<file path="config.mk">
export PLATFORM = sky130hd
export DESIGN_NAME = silver_forward
export DESIGN_NICKNAME = d
export VERILOG_FILES = /design/src/common/silver_pkg.sv /design/src/design/silver_forward.sv
export SDC_FILE = /design/constraint.sdc
export NUM_CORES = 1
export LEC_CHECK = 0
export BUFFER_PORTS_ARGS = -buffer_cell sky130_fd_sc_hd__buf_2
export CORE_UTILIZATION = 24
export DETAILED_ROUTE_END_ITERATION = 8
export PLACE_DENSITY = 0.9
export SLEW_MARGIN = 20
export SYNTH_ARGS = -nofsm -noshare
export SYNTH_HDL_FRONTEND = slang
export SYNTH_SLANG_ARGS = --single-unit
</file>
<file path="constraint.sdc">
create_clock -name vclk -period 2.1
set_input_delay 0.105 -clock vclk [all_inputs]
set_output_delay 0.105 -clock vclk [all_outputs]
set_load 0.1 [all_outputs]
</file>
<file path="src/common/silver_pkg.sv">
// ~~~~~~~~~~~~~~~~~~~~~~~~~~~~~~~~~~~~~~~~~~~~~~~~~~~~~~~~~~~~~~~~~~~~
// widths fixed by the Silver ISA; dropped opcodes decode to opc_nop
// ~~~~~~~~~~~~~~~~~~~~~~~~~~~~~~~~~~~~~~~~~~~~~~~~~~~~~~~~~~~~~~~~~~~~
`default_nettype none

package silver_pkg;

   typedef logic [31:0] word_t;
   typedef logic [5:0]  reg_addr_t;
   typedef logic [5:0]  opc_t;
   typedef logic [3:0]  func_t;
   typedef logic [1:0]  res_sel_t;
   typedef logic [1:0]  fwd_sel_t;

   localparam opc_t opc_normal        = 6'd0;
   localparam opc_t opc_shift         = 6'd1;
   localparam opc_t opc_out           = 6'd6;
   localparam opc_t opc_jump          = 6'd9;
   localparam opc_t opc_jump_zero     = 6'd10;
   localparam opc_t opc_jump_not_zero = 6'd11;
   localparam opc_t opc_load_const    = 6'd13;
   localparam opc_t opc_load_upper    = 6'd14;
   localparam opc_t opc_nop           = 6'd15;

   localparam func_t fn_add      = 4'd0;
   localparam func_t fn_addc     = 4'd1;
   localparam func_t fn_sub      = 4'd2;
   localparam func_t fn_carry    = 4'd3;
   localparam func_t fn_overflow = 4'd4;
   localparam func_t fn_inc      = 4'd5;
   localparam func_t fn_dec      = 4'd6;
   localparam func_t fn_mul      = 4'd7;
   localparam func_t fn_mulhu    = 4'd8;
   localparam func_t fn_and      = 4'd9;
   localparam func_t fn_or       = 4'd10;
   localparam func_t fn_xor      = 4'd11;
   localparam func_t fn_equal    = 4'd12;
   localparam func_t fn_less     = 4'd13;
   localparam func_t fn_lower    = 4'd14;
   localparam func_t fn_snd      = 4'd15;

   localparam res_sel_t res_alu   = 2'd0;
   localparam res_sel_t res_shift = 2'd1;
   localparam res_sel_t res_link  = 2'd2; // pc + 4
   localparam res_sel_t res_const = 2'd3;

   localparam fwd_sel_t fwd_none = 2'd0;
   localparam fwd_sel_t fwd_mem  = 2'd1;
   localparam fwd_sel_t fwd_wb   = 2'd2;

   typedef struct packed {
      opc_t      opc;
      func_t     func;
      reg_addr_t ra;
      reg_addr_t rb;
      reg_addr_t rd;
      logic      a_imm;
      logic      b_imm;
      logic      w_imm;
      word_t     imm_a;
      word_t     imm_b;
      word_t     imm_w;
      word_t     const_val; // upper constant sits in bits 31:23
      res_sel_t  res_sel;
      logic      wr_reg;
      logic      is_out;
   } decoded_t;

   typedef struct packed {
      logic     valid;
      word_t    pc;
      decoded_t dec;
      word_t    a;
      word_t    b;
      word_t    w;
   } id_ex_t;

   typedef struct packed {
      logic      valid;
      reg_addr_t rd;
      logic      wr_reg;
      logic      is_out;
      word_t     result;
   } ex_wb_t;

endpackage

`default_nettype wire

</file>
<file path="src/design/silver_forward.sv">
// ~~~~~~~~~~~~~~~~~~~~~~~~~~~~~~~~~~~~~~~~~~~~~~~~~~~~~~~~~~~~~~~~~~~~
// no loads in the core, so mem and wb results are always final
// ~~~~~~~~~~~~~~~~~~~~~~~~~~~~~~~~~~~~~~~~~~~~~~~~~~~~~~~~~~~~~~~~~~~~
`default_nettype none

module silver_forward (
   input  wire silver_pkg::reg_addr_t ra,
   input  wire silver_pkg::reg_addr_t rb,
   input  wire silver_pkg::reg_addr_t rd,
   input  wire logic                  a_imm,
   input  wire logic                  b_imm,
   input  wire logic                  w_imm,
   input  wire silver_pkg::ex_wb_t    mem,
   input  wire silver_pkg::ex_wb_t    wb,
   output silver_pkg::fwd_sel_t       fwd_a,
   output silver_pkg::fwd_sel_t       fwd_b,
   output silver_pkg::fwd_sel_t       fwd_w
);

   // memory stage is younger, so it wins over writeback
   function automatic silver_pkg::fwd_sel_t choose(input silver_pkg::reg_addr_t addr,
                                                   input logic is_imm,
                                                   input silver_pkg::ex_wb_t mem_s,
                                                   input silver_pkg::ex_wb_t wb_s);
      if (is_imm)
         return silver_pkg::fwd_none;
      else if (mem_s.valid && mem_s.wr_reg && mem_s.rd == addr)
         return silver_pkg::fwd_mem;
      else if (wb_s.valid && wb_s.wr_reg && wb_s.rd == addr)
         return silver_pkg::fwd_wb;
      else
         return silver_pkg::fwd_none;
   endfunction

   assign fwd_a = choose(ra, a_imm, mem, wb);
   assign fwd_b = choose(rb, b_imm, mem, wb);
   assign fwd_w = choose(rd, w_imm, mem, wb);

endmodule

`default_nettype wire

</file>
* Word level (Yosys, flattened, before mapping) *
Cells that the tools add are included.

word-level totals
  bits in registers = 0
  input port bits = 103
  output and inout bits = 6

operators by class
  eq/ne operators = 6
  muxes and demuxes = 9
  reductions and logical operators = 8

operator list
  kind               count
  $eq 6x6->1         6
  $mux 2             9
  $logic_and 1x1->1  8

* Depth between registers and ports, before layout *
Gate-level depths: netlist of the first run.

  depth after elaboration = 5
  mapped depth = 4
  depth with buffers taken out = 4

* Worst setup path after synthesis of the first run *
No wires, ideal clock.

  path kind = in2out
  start point = input mem[37] (netlist name)
  end point = output fwd_w[0]
  arrival time = 1.890 ns
  required time = 1.995 ns
  slack = 0.105 ns
  cell stages on the path = 4
  buffers on the path = 0
  path through = xor2_1 nor4_1 nand4_1 nor2_1

on the way
  word-level cells in the longest chain between the ends = 4

RTL lines
  what               RTL line              source
  from (decl)        silver_forward.sv:13  input wire silver_pkg::ex_wb_t mem,
  $eq 6x6->1         silver_forward.sv:27  else if (mem_s.valid && mem_s.wr_reg && mem_s.rd == addr)
  $logic_and 1x1->1  silver_forward.sv:27
  $mux 2             silver_forward.sv:27
  $mux 2             silver_forward.sv:25  if (is_imm)
  to (decl)          silver_forward.sv:17  output silver_pkg::fwd_sel_t fwd_w

Every way passes these cells.

* Worst setup path in the final report of the first run *
  start point = input mem[37] (netlist name)
  end point = output fwd_b[0]

on the way
  word-level cells in the longest chain between the ends = 4

RTL lines
  what               RTL line              source
  $eq 6x6->1         silver_forward.sv:27
  $logic_and 1x1->1  silver_forward.sv:27
  $mux 2             silver_forward.sv:27
  $mux 2             silver_forward.sv:25
  to (decl)          silver_forward.sv:16  output silver_pkg::fwd_sel_t fwd_b,

Every way passes these cells.

==> impl_metrics.yaml, run 1 <==
run_status:
  run_status: "finished with violations"
  violations: "DRC"
logic_synthesis:
  fraction_of_synthesized_cell_area_taken_by_the_top_area_cell_type_pct: 55.3
  synth_seq_area_share_pct: 0
  ys_types: 7
  synth_area_um2: 428
  yosysWarnings: 0
  post-synth-top-area-cell: "sky130_fd_sc_hd__xor2_1"
  syn-num-nets: 159
  netlist_top_cells_area: "sky130_fd_sc_hd__xor2_1, sky130_fd_sc_hd__xnor2_1, sky130_fd_sc_hd__nor4_1"
  syn_inst: 56
  postSynthAreaPerCell_um2: 7.64
sta:
  finalCriticalPeriod_ns: 1.49
  highest_clock_frequency_the_design_can_meet_ghz: 0.669
  timing.final.crit_share_pct: 71.2
  post-route-worst-setup-slack_ns: 0.606
  hold_slack_ns: 0.610
  max_slew_violation_count: 0
  final-hold-violation-count: 0
  max-slew-margin-rel_pct: 67.8
  worst-slew-pin-transition_ns: 0.486
  report.final.setup_viol: 0
  totalNegativeSetupSlack_ns: 0
  setup_repair_after_global_routing_missed_its_margin: "no"
die:
  core.rowCount: 14
  die_boundary_width_um: 44.2
  core_region_mm2: 0.00158
  floorplan_die_area_mm2: 0.00196
  ios: 109
  die-height_um: 44.2
  initial_utilization_pct: 27.1
final_layout:
  finalCoreUtilization_pct: 42.1
  num-nets-final: 204
  finalNonFillerCells: 115
  num_sequential: 0
  post_route_cells_drive_above_1_share_pct: 43.4
  design_area_um2: 663
  antenna-diode-count: 0
  final.fill_count: 186
  layout-area-overhead-vs-synth_pct: 55.0
  regArea_um2: 0
  area_taken_by_multi_input_logic_gates_um2: 428
  num-clock-buffers: 0
setup_path:
  critical_path_cell_count: 6
  startpoint_kind_of_the_worst_setup_timing_path: "primary input"
  worst_path_largest_cell_delay_ns: 0.43
  crit_path_max_fanout: 3
  worst_ep_required_time_ns: 2.00
  crit_type: "in -> out"
  path_delay_family: "buffers and inverters"
  crit_chain: "buf_2 -> xor2_1 -> nor4_1 -> nand4_1 -> nor2_1 -> buf_2"
  crit_path_top_delay_cell: "sky130_fd_sc_hd__buf_2"
  critical_path.n_buffers_inverters: 2
  critical_path_arrival_ns: 1.39
  critical_path_sink_type: "output pin"
  cp_common_cell: "sky130_fd_sc_hd__buf_2"
global_route:
  grt_met1_use_pct: 15.6
  grt_use_total_pct: 14.8
  grt_antenna_before_repair: 0
  pin_count_of_the_biggest_net_entering_global_routing: 4
  grt_pass1_wl_mm: 2.29
  gr_met3_demand_resource_pct: 2.45
  grt_most_used_layer: "met2"
  grt_pass1_vias: 585
  groute.layer.met2.usage_pct: 30.0
  grt.overflow.total: 0
placed_design:
  pre_cts_setup_slack_ns: 0.604
  placed_area_um2: 663
  port_buffers: 43
  placed_cells_incl_taps: 115
  gp_routability_congestion: 0.835
drt:
  drt_iter0_markers: 5
  drt_pre_antenna_iters: 6
  detail_route.drc_violations: 1
  routed_via_density: 4.99
  post_drt_wl_per_cell_um: 12.6
  number_of_vias_in_the_routed_layout: 574
  wirelength_mm: 1.45
  final_antenna_net_count: 0
power:
  power.share.combinational_pct: 100.0
  power.share.sequential_pct: 0
  power.density_mw_per_mm2: 188
  swShare_pct: 51.7
  power_mw: 0.124
  worst_vdd_rail_ir_drop_mv: 0.0774
  power.static_leakage_nw: 0.346
  power_report.internal_total_mw: 0.0601
  power_frac_clock_pct: 0
  p_sw_mw: 0.0643
run:
  max_cap_viol_count: 0
min_path:
  worst_hold_path.num_cells: 3
  timing.hold.worst.class: "in -> out"
clock_network:
  post_cts.resized_instances: 0
  holdBufCountCts: 0
  post_cts_buffers: 0
final cells by class:
class                           count  area share, %
Timing Repair Buffer               43           32.5
Multi-Input combinational cell     56           64.5
Tap cell                           16           3.02
kinds of logic (layout without fill, tap and decap cells):
group,Yosys count,in the layout,synth area share (%)
buffers and inverters,0,43,0
and+or+nand+nor,20,20,26.3
xor gates and xnor gates,36,36,73.7
tightest hold or removal path: cells and delay by family:
kind                   cells  cell delay [ns]
AND/OR/NAND/NOR            1             0.04
buffers and inverters      2             0.37
power by group through the flow:
stage / Sequential (mW) / Combinational (mW) / Clock, mW
after global placement: 0 / 0.119 / 0
after floorplan: 0 / 0.0557 / 0
final: 0 / 0.124 / 0
after detailed placement: 0 / 0.124 / 0
after CTS: 0 / 0.125 / 0
after global routing: 0 / 0.135 / 0
placed cells by master, fill, tap and decap left out:
master and count:
sky130_fd_sc_hd__xnor2_1 9, sky130_fd_sc_hd__nand2_1 2, sky130_fd_sc_hd__nor4_1 9, sky130_fd_sc_hd__buf_2 43
sky130_fd_sc_hd__nor2_1 3, sky130_fd_sc_hd__nand4_1 3, sky130_fd_sc_hd__xor2_1 27, sky130_fd_sc_hd__and3_1 3
layer usage:
| layer | part of all wire, % | routed length [um] |
|---|---|---|
| met5 | 0 | 0 |
| met4 | 1.7 | 24 |
| met3 | 8.6 | 124 |
| met2 | 52 | 757 |
| met1 | 37 | 541 |
Yosys cell counts, drive strengths merged:
| cell | n |
|---|---|
| xor2 | 27 |
| nor2 | 3 |
| and3 | 3 |
| xnor2 | 9 |
| nand2 | 2 |
| nand4 | 3 |
| nor4 | 9 |
worst paths after layout:
path / slack (ns) / startpoint / to
min: 0.61 / a_imm / fwd_a[0]
max: 0.61 / mem[37] / fwd_b[0]
No activity file was read; power rests on OpenSTA's default activity.
==> run 2, diff against run 1 <==
--- a/config.mk
+++ b/config.mk
@@ -6,9 +6,9 @@
 export NUM_CORES = 1
 export LEC_CHECK = 0
 export BUFFER_PORTS_ARGS = -buffer_cell sky130_fd_sc_hd__buf_2
-export CORE_UTILIZATION = 24
+export CORE_UTILIZATION = 20
 export DETAILED_ROUTE_END_ITERATION = 8
-export PLACE_DENSITY = 0.9
+export PLACE_DENSITY = 0.8
 export SLEW_MARGIN = 20
 export SYNTH_ARGS = -nofsm -noshare
 export SYNTH_HDL_FRONTEND = slang
==> constraint.sdc (replaced) <==
create_clock -name vclk -period 1.2
set_input_delay 0.06 -clock vclk [all_inputs]
set_output_delay 0.06 -clock vclk [all_outputs]
set_load 0.1 [all_outputs]
==> run 2 against run 1 <==
  * The run ends with setup timing left
  * Worst setup slack got worse by 0.67 ns
  * Global-route usage rose by 0.72 points
  * Combinational power rose by 150%
  * Clock-buffer cell count did not move
  * Die area rose by 19%
  * Sequential share of layout area did not move
  * Critical path depth rose by 1
  * Via count rose by 11%
  * Core utilization rose by 10 points
  * Largest cell class unchanged
  * Highest routed layer unchanged
==> impl_metrics.yaml, run 2 (synthesized netlist as in run 1, its figures left out) <==
setup_path:
  critical_path.n_buffers_inverters: 3
  critical_path_cell_count: 7
  worst_path_largest_cell_delay_ns: 0.27
  startpoint_kind_of_the_worst_setup_timing_path: "primary input"
  crit_path_top_delay_cell: "sky130_fd_sc_hd__nor4_1"
  crit_chain: "buf_8 -> xor2_1 -> nor4_1 -> nand4_1 -> buf_4 -> nor2_4 -> buf_12"
  critical_path_sink_type: "output pin"
  path_delay_family: "simple AND/OR/NAND/NOR gates"
  crit_path_max_fanout: 2
  crit_type: "in -> out"
  worst_ep_required_time_ns: 1.14
  critical_path_arrival_ns: 1.20
drt:
  number_of_vias_in_the_routed_layout: 639
  drt_iter0_markers: 2
  routed_via_density: 4.56
  final_antenna_net_count: 0
  post_drt_wl_per_cell_um: 13.4
  drt_pre_antenna_iters: 5
  wirelength_mm: 1.88
  detail_route.drc_violations: 0
final_layout:
  num_sequential: 0
  layout-area-overhead-vs-synth_pct: 143
  num-clock-buffers: 0
  antenna-diode-count: 0
  post_route_cells_drive_above_1_share_pct: 62.8
  regArea_um2: 0
  commonest_cells_after_routing_fill_and_taps_aside: "sky130_fd_sc_hd__buf_2, sky130_fd_sc_hd__xor2_1, sky130_fd_sc_hd__buf_4"
  num-nets-final: 218
  finalCoreUtilization_pct: 52.4
  layout.cells.most_common: "sky130_fd_sc_hd__buf_2"
global_route:
  grt_pass1_vias: 625
  grt.overflow.total: 0
  pin_count_of_the_biggest_net_entering_global_routing: 4
  grt_antenna_before_repair: 0
  grt_use_total_pct: 15.5
  grt_pass1_wl_mm: 2.58
sta:
  max-slew-margin-rel_pct: 82.5
  setup_repair_after_global_routing_missed_its_margin: "yes"
  worst-slew-pin-transition_ns: 0.261
  max_slew_violation_count: 0
  final-hold-violation-count: 0
  post-route-worst-setup-slack_ns: -0.0614
  finalCriticalPeriod_ns: 1.26
  timing.final.crit_share_pct: 105
  highest_clock_frequency_the_design_can_meet_ghz: 0.793
  report.final.setup_viol: 3
  hold_slack_ns: 0.429
min_path:
  startpoint_of_the_lowest_slack_hold_path: "a_imm"
  worst_hold_path.num_cells: 3
  worstHoldEndpoint: "fwd_a[0]"
  timing.hold.worst.class: "in -> out"
power:
  worst_vdd_rail_ir_drop_mv: 0.139
  power.density_mw_per_mm2: 297
  power.static_leakage_nw: 0.453
placed_design:
  dp_hpwl_mm: 1.49
  gp_routability_congestion: 0.858
  port_buffers: 43
die:
  core_region_mm2: 0.00198
  initial_utilization_pct: 21.6
  core.rowCount: 16
  ios: 109
  die_boundary_width_um: 48.3
  floorplan_die_area_mm2: 0.00233
  die-height_um: 48.3
clock_network:
  holdBufCountCts: 0
run_status:
  violations: "setup timing"
  run_status: "finished with violations"
run:
  max_cap_viol_count: 0
-- run 2: final cells by class --
| type | count | area (um2) |
|---|---|---|
| Timing Repair Buffer | 57 | 484 |
| Fill cell | 180 | 943 |
| Tap cell | 27 | 33.8 |
| Multi-Input combinational cell | 56 | 520 |
-- run 2: repair_timing --
action,in CTS,in global routing
buffers inserted,1,2
pin swaps,7,11
resized for setup,17,23
setup endpoints to repair,6,6
-- run 2: worst max path at each step --
stage,startpoint,to,slack (ns)
3_3_place_gp,rb[5],fwd_b[1],-0.15
6_report,ra[4],fwd_a[0],-0.06
3_5_place_dp,rd[0],fwd_w[1],-0.17
2_1_floorplan,mem[37],fwd_w[0],0.008
5_1_grt,rb[3],fwd_b[0],-0.14
4_1_cts,rb[3],fwd_b[0],-0.06
-- run 2: power breakdown --
group	leakage (nW)	internal (mW)	switching [mW]	total, mW
Clock	0	0	0	0
Sequential	0	0	0	0
Combinational	0.453	0.163	0.146	0.308
-- run 2: routing by layer --
layer	vias to the layer above	global-route usage [%]	routed length, um
li1	306	-	-
met1	299	18.5	731
met5	-	0	0
met4	0	2.22	30
met2	30	30.7	1020
met3	4	0.741	94
-- run 2: tightest hold or removal path: stages --
cell and delay, ns:
sky130_fd_sc_hd__buf_2 0.11, sky130_fd_sc_hd__nor2_4 0.05, sky130_fd_sc_hd__buf_12 0.15
-- run 2: metrics by stage --
stage                     power, mW  instance area, um2  worst slack [ns]  instances  TNS, ns
final                         0.308                1040           -0.0614        140   -0.153
after global routing          0.329                1040            -0.140        140   -0.523
after CTS                     0.269                 935           -0.0634        140   -0.212
after detailed placement      0.249                 861            -0.170        139   -0.605
after global placement        0.241                 861            -0.153        139   -0.360
after floorplan              0.0982                 454           0.00750         56        0
==> run 3, diff against run 2 <==
--- a/config.mk
+++ b/config.mk
@@ -8,7 +8,7 @@
 export BUFFER_PORTS_ARGS = -buffer_cell sky130_fd_sc_hd__buf_2
 export CORE_UTILIZATION = 20
 export DETAILED_ROUTE_END_ITERATION = 8
-export PLACE_DENSITY = 0.8
+export PLACE_DENSITY = 0.82
 export SLEW_MARGIN = 20
 export SYNTH_ARGS = -nofsm -noshare
 export SYNTH_HDL_FRONTEND = slang
==> run 3 against run 2 <==
  * The flow still finishes with violations (setup timing)
  * Power decreased by 0.89%
  * Critical path depth did not move
  * Maximum frequency fell by 0.47%
  * Die area unchanged
  * Sequential cell count stayed put
  * Non-clock buffer count decreased by 1
  * Core utilization down 0.44 points
  * Worst setup slack got worse by 0.0060 ns
  * Design area is 0.84% lower
  * Hold slack about the same
  * Sequential share of layout area did not move
  * Clock-buffer cell count is the same
  * Critical path type unchanged
  * Critical endpoint is now fwd_w[0]
==> impl_metrics.yaml, run 3 (synthesized netlist as in run 1, its figures left out) <==
run_status:
  run_status: "finished with violations"
  violations: "setup timing"
sta:
  max_slew_violation_count: 0
  finalCriticalPeriod_ns: 1.27
  setup_repair_after_global_routing_missed_its_margin: "yes"
  timing.final.crit_share_pct: 106
  report.final.setup_viol: 5
  highest_clock_frequency_the_design_can_meet_ghz: 0.789
  post-route-worst-setup-slack_ns: -0.0674
  final-hold-violation-count: 0
  max-slew-margin-rel_pct: 77.6
  worst-slew-pin-transition_ns: 0.333
die:
  floorplan_die_area_mm2: 0.00233
  core.rowCount: 16
  initial_utilization_pct: 21.6
  die_boundary_width_um: 48.3
  ios: 109
  core_region_mm2: 0.00198
  die-height_um: 48.3
global_route:
  grt_pass1_vias: 645
  grt_use_total_pct: 15.8
  grt.overflow.total: 0
  grt_antenna_before_repair: 0
  pin_count_of_the_biggest_net_entering_global_routing: 4
  grt_pass1_wl_mm: 2.61
setup_path:
  startpoint_kind_of_the_worst_setup_timing_path: "primary input"
  crit_type: "in -> out"
  worst_ep_required_time_ns: 1.14
  critical_path_sink_type: "output pin"
  crit_path_max_fanout: 2
  critical_path_arrival_ns: 1.21
final_layout:
  regArea_um2: 0
  num_sequential: 0
  layout-area-overhead-vs-synth_pct: 141
  finalNonFillerCells: 139
  antenna-diode-count: 0
  num-nets-final: 217
  post_route_cells_drive_above_1_share_pct: 63.4
  commonest_cells_after_routing_fill_and_taps_aside: "sky130_fd_sc_hd__buf_2, sky130_fd_sc_hd__xor2_1, sky130_fd_sc_hd__buf_4"
  num-clock-buffers: 0
  finalCoreUtilization_pct: 52.0
  layout.cells.most_common: "sky130_fd_sc_hd__buf_2"
drt:
  final_antenna_net_count: 0
  detail_route.drc_violations: 0
  number_of_vias_in_the_routed_layout: 623
  routed_via_density: 4.48
  post_drt_wl_per_cell_um: 12.8
  drt_iter0_markers: 0
  wirelength_mm: 1.78
  drt_pre_antenna_iters: 1
power:
  power.static_leakage_nw: 0.457
  power.density_mw_per_mm2: 297
  worst_vdd_rail_ir_drop_mv: 0.124
  power_mw: 0.305
placed_design:
  placed_cells_incl_taps: 139
  gp_routability_congestion: 0.850
  dp_hpwl_mm: 1.52
  port_buffers: 43
min_path:
  timing.hold.worst.class: "in -> out"
run:
  max_cap_viol_count: 0
clock_network:
  holdBufCountCts: 0
==> run 3: cell types whose count changed in the layout (fill, tap and decap cells not counted), sizes merged <==
cell  delta
buf      -1
==> run 3: critical path, cell delays in order <==
cell and delay, ns:
sky130_fd_sc_hd__buf_6 0.09, sky130_fd_sc_hd__xor2_1 0.15, sky130_fd_sc_hd__nor4_1 0.29, sky130_fd_sc_hd__nand4_1 0.16
sky130_fd_sc_hd__buf_4 0.17, sky130_fd_sc_hd__nor2_4 0.11, sky130_fd_sc_hd__buf_12 0.18
==> run 3: timing repair <==
| action | in CTS | in global routing |
|---|---|---|
| setup buffers | 1 | 0 |
| pin swaps | 9 | 8 |
| gates resized for setup | 23 | 14 |
| setup endpoints to repair | 6 | 6 |
==> run 3: stage by stage <==
stage / hold slack (ns) / setup WS, ns / setup TNS, ns / area (um2)
after global placement: 0.428 / -0.151 / -0.350 / 861
after CTS: 0.429 / -0.0699 / -0.179 / 958
final: 0.429 / -0.0674 / -0.137 / 1030
after floorplan: 0.222 / 0.00750 / 0 / 454
after detailed placement: 0.430 / -0.152 / -0.650 / 861
after global routing: 0.438 / -0.143 / -0.422 / 1030
==> run 3: final timing paths <==
path | cells past startpoint | slack (ns) | start | to
hold / removal | 3 | 0.43 | w_imm | fwd_w[0]
setup / recovery | 7 | -0.07 | mem[36] | fwd_w[0]
==> run 3: where the power goes <==
| group | total, mW | switching (mW) | internal (mW) | leakage [nW] |
|---|---|---|---|---|
| logic | 0.305 | 0.142 | 0.164 | 0.457 |
| registers | 0 | 0 | 0 | 0 |
| clock network | 0 | 0 | 0 | 0 |
==> run 3: cell type report <==
| class | count | area (um2) |
|---|---|---|
| Multi-Input combinational cell | 56 | 524 |
| Fill cell | 183 | 952 |
| Tap cell | 27 | 33.8 |
| Timing Repair Buffer | 56 | 472 |
==> run 3: routing by layer <==
layer | vias up | track usage (%) | share of wire (%)
met5 | - | 0 | 0
met4 | 0 | 2.22 | 1.3
met2 | 28 | 32.0 | 56
li1 | 306 | - | -
met3 | 4 | 2.96 | 7.3
met1 | 285 | 16.7 | 35
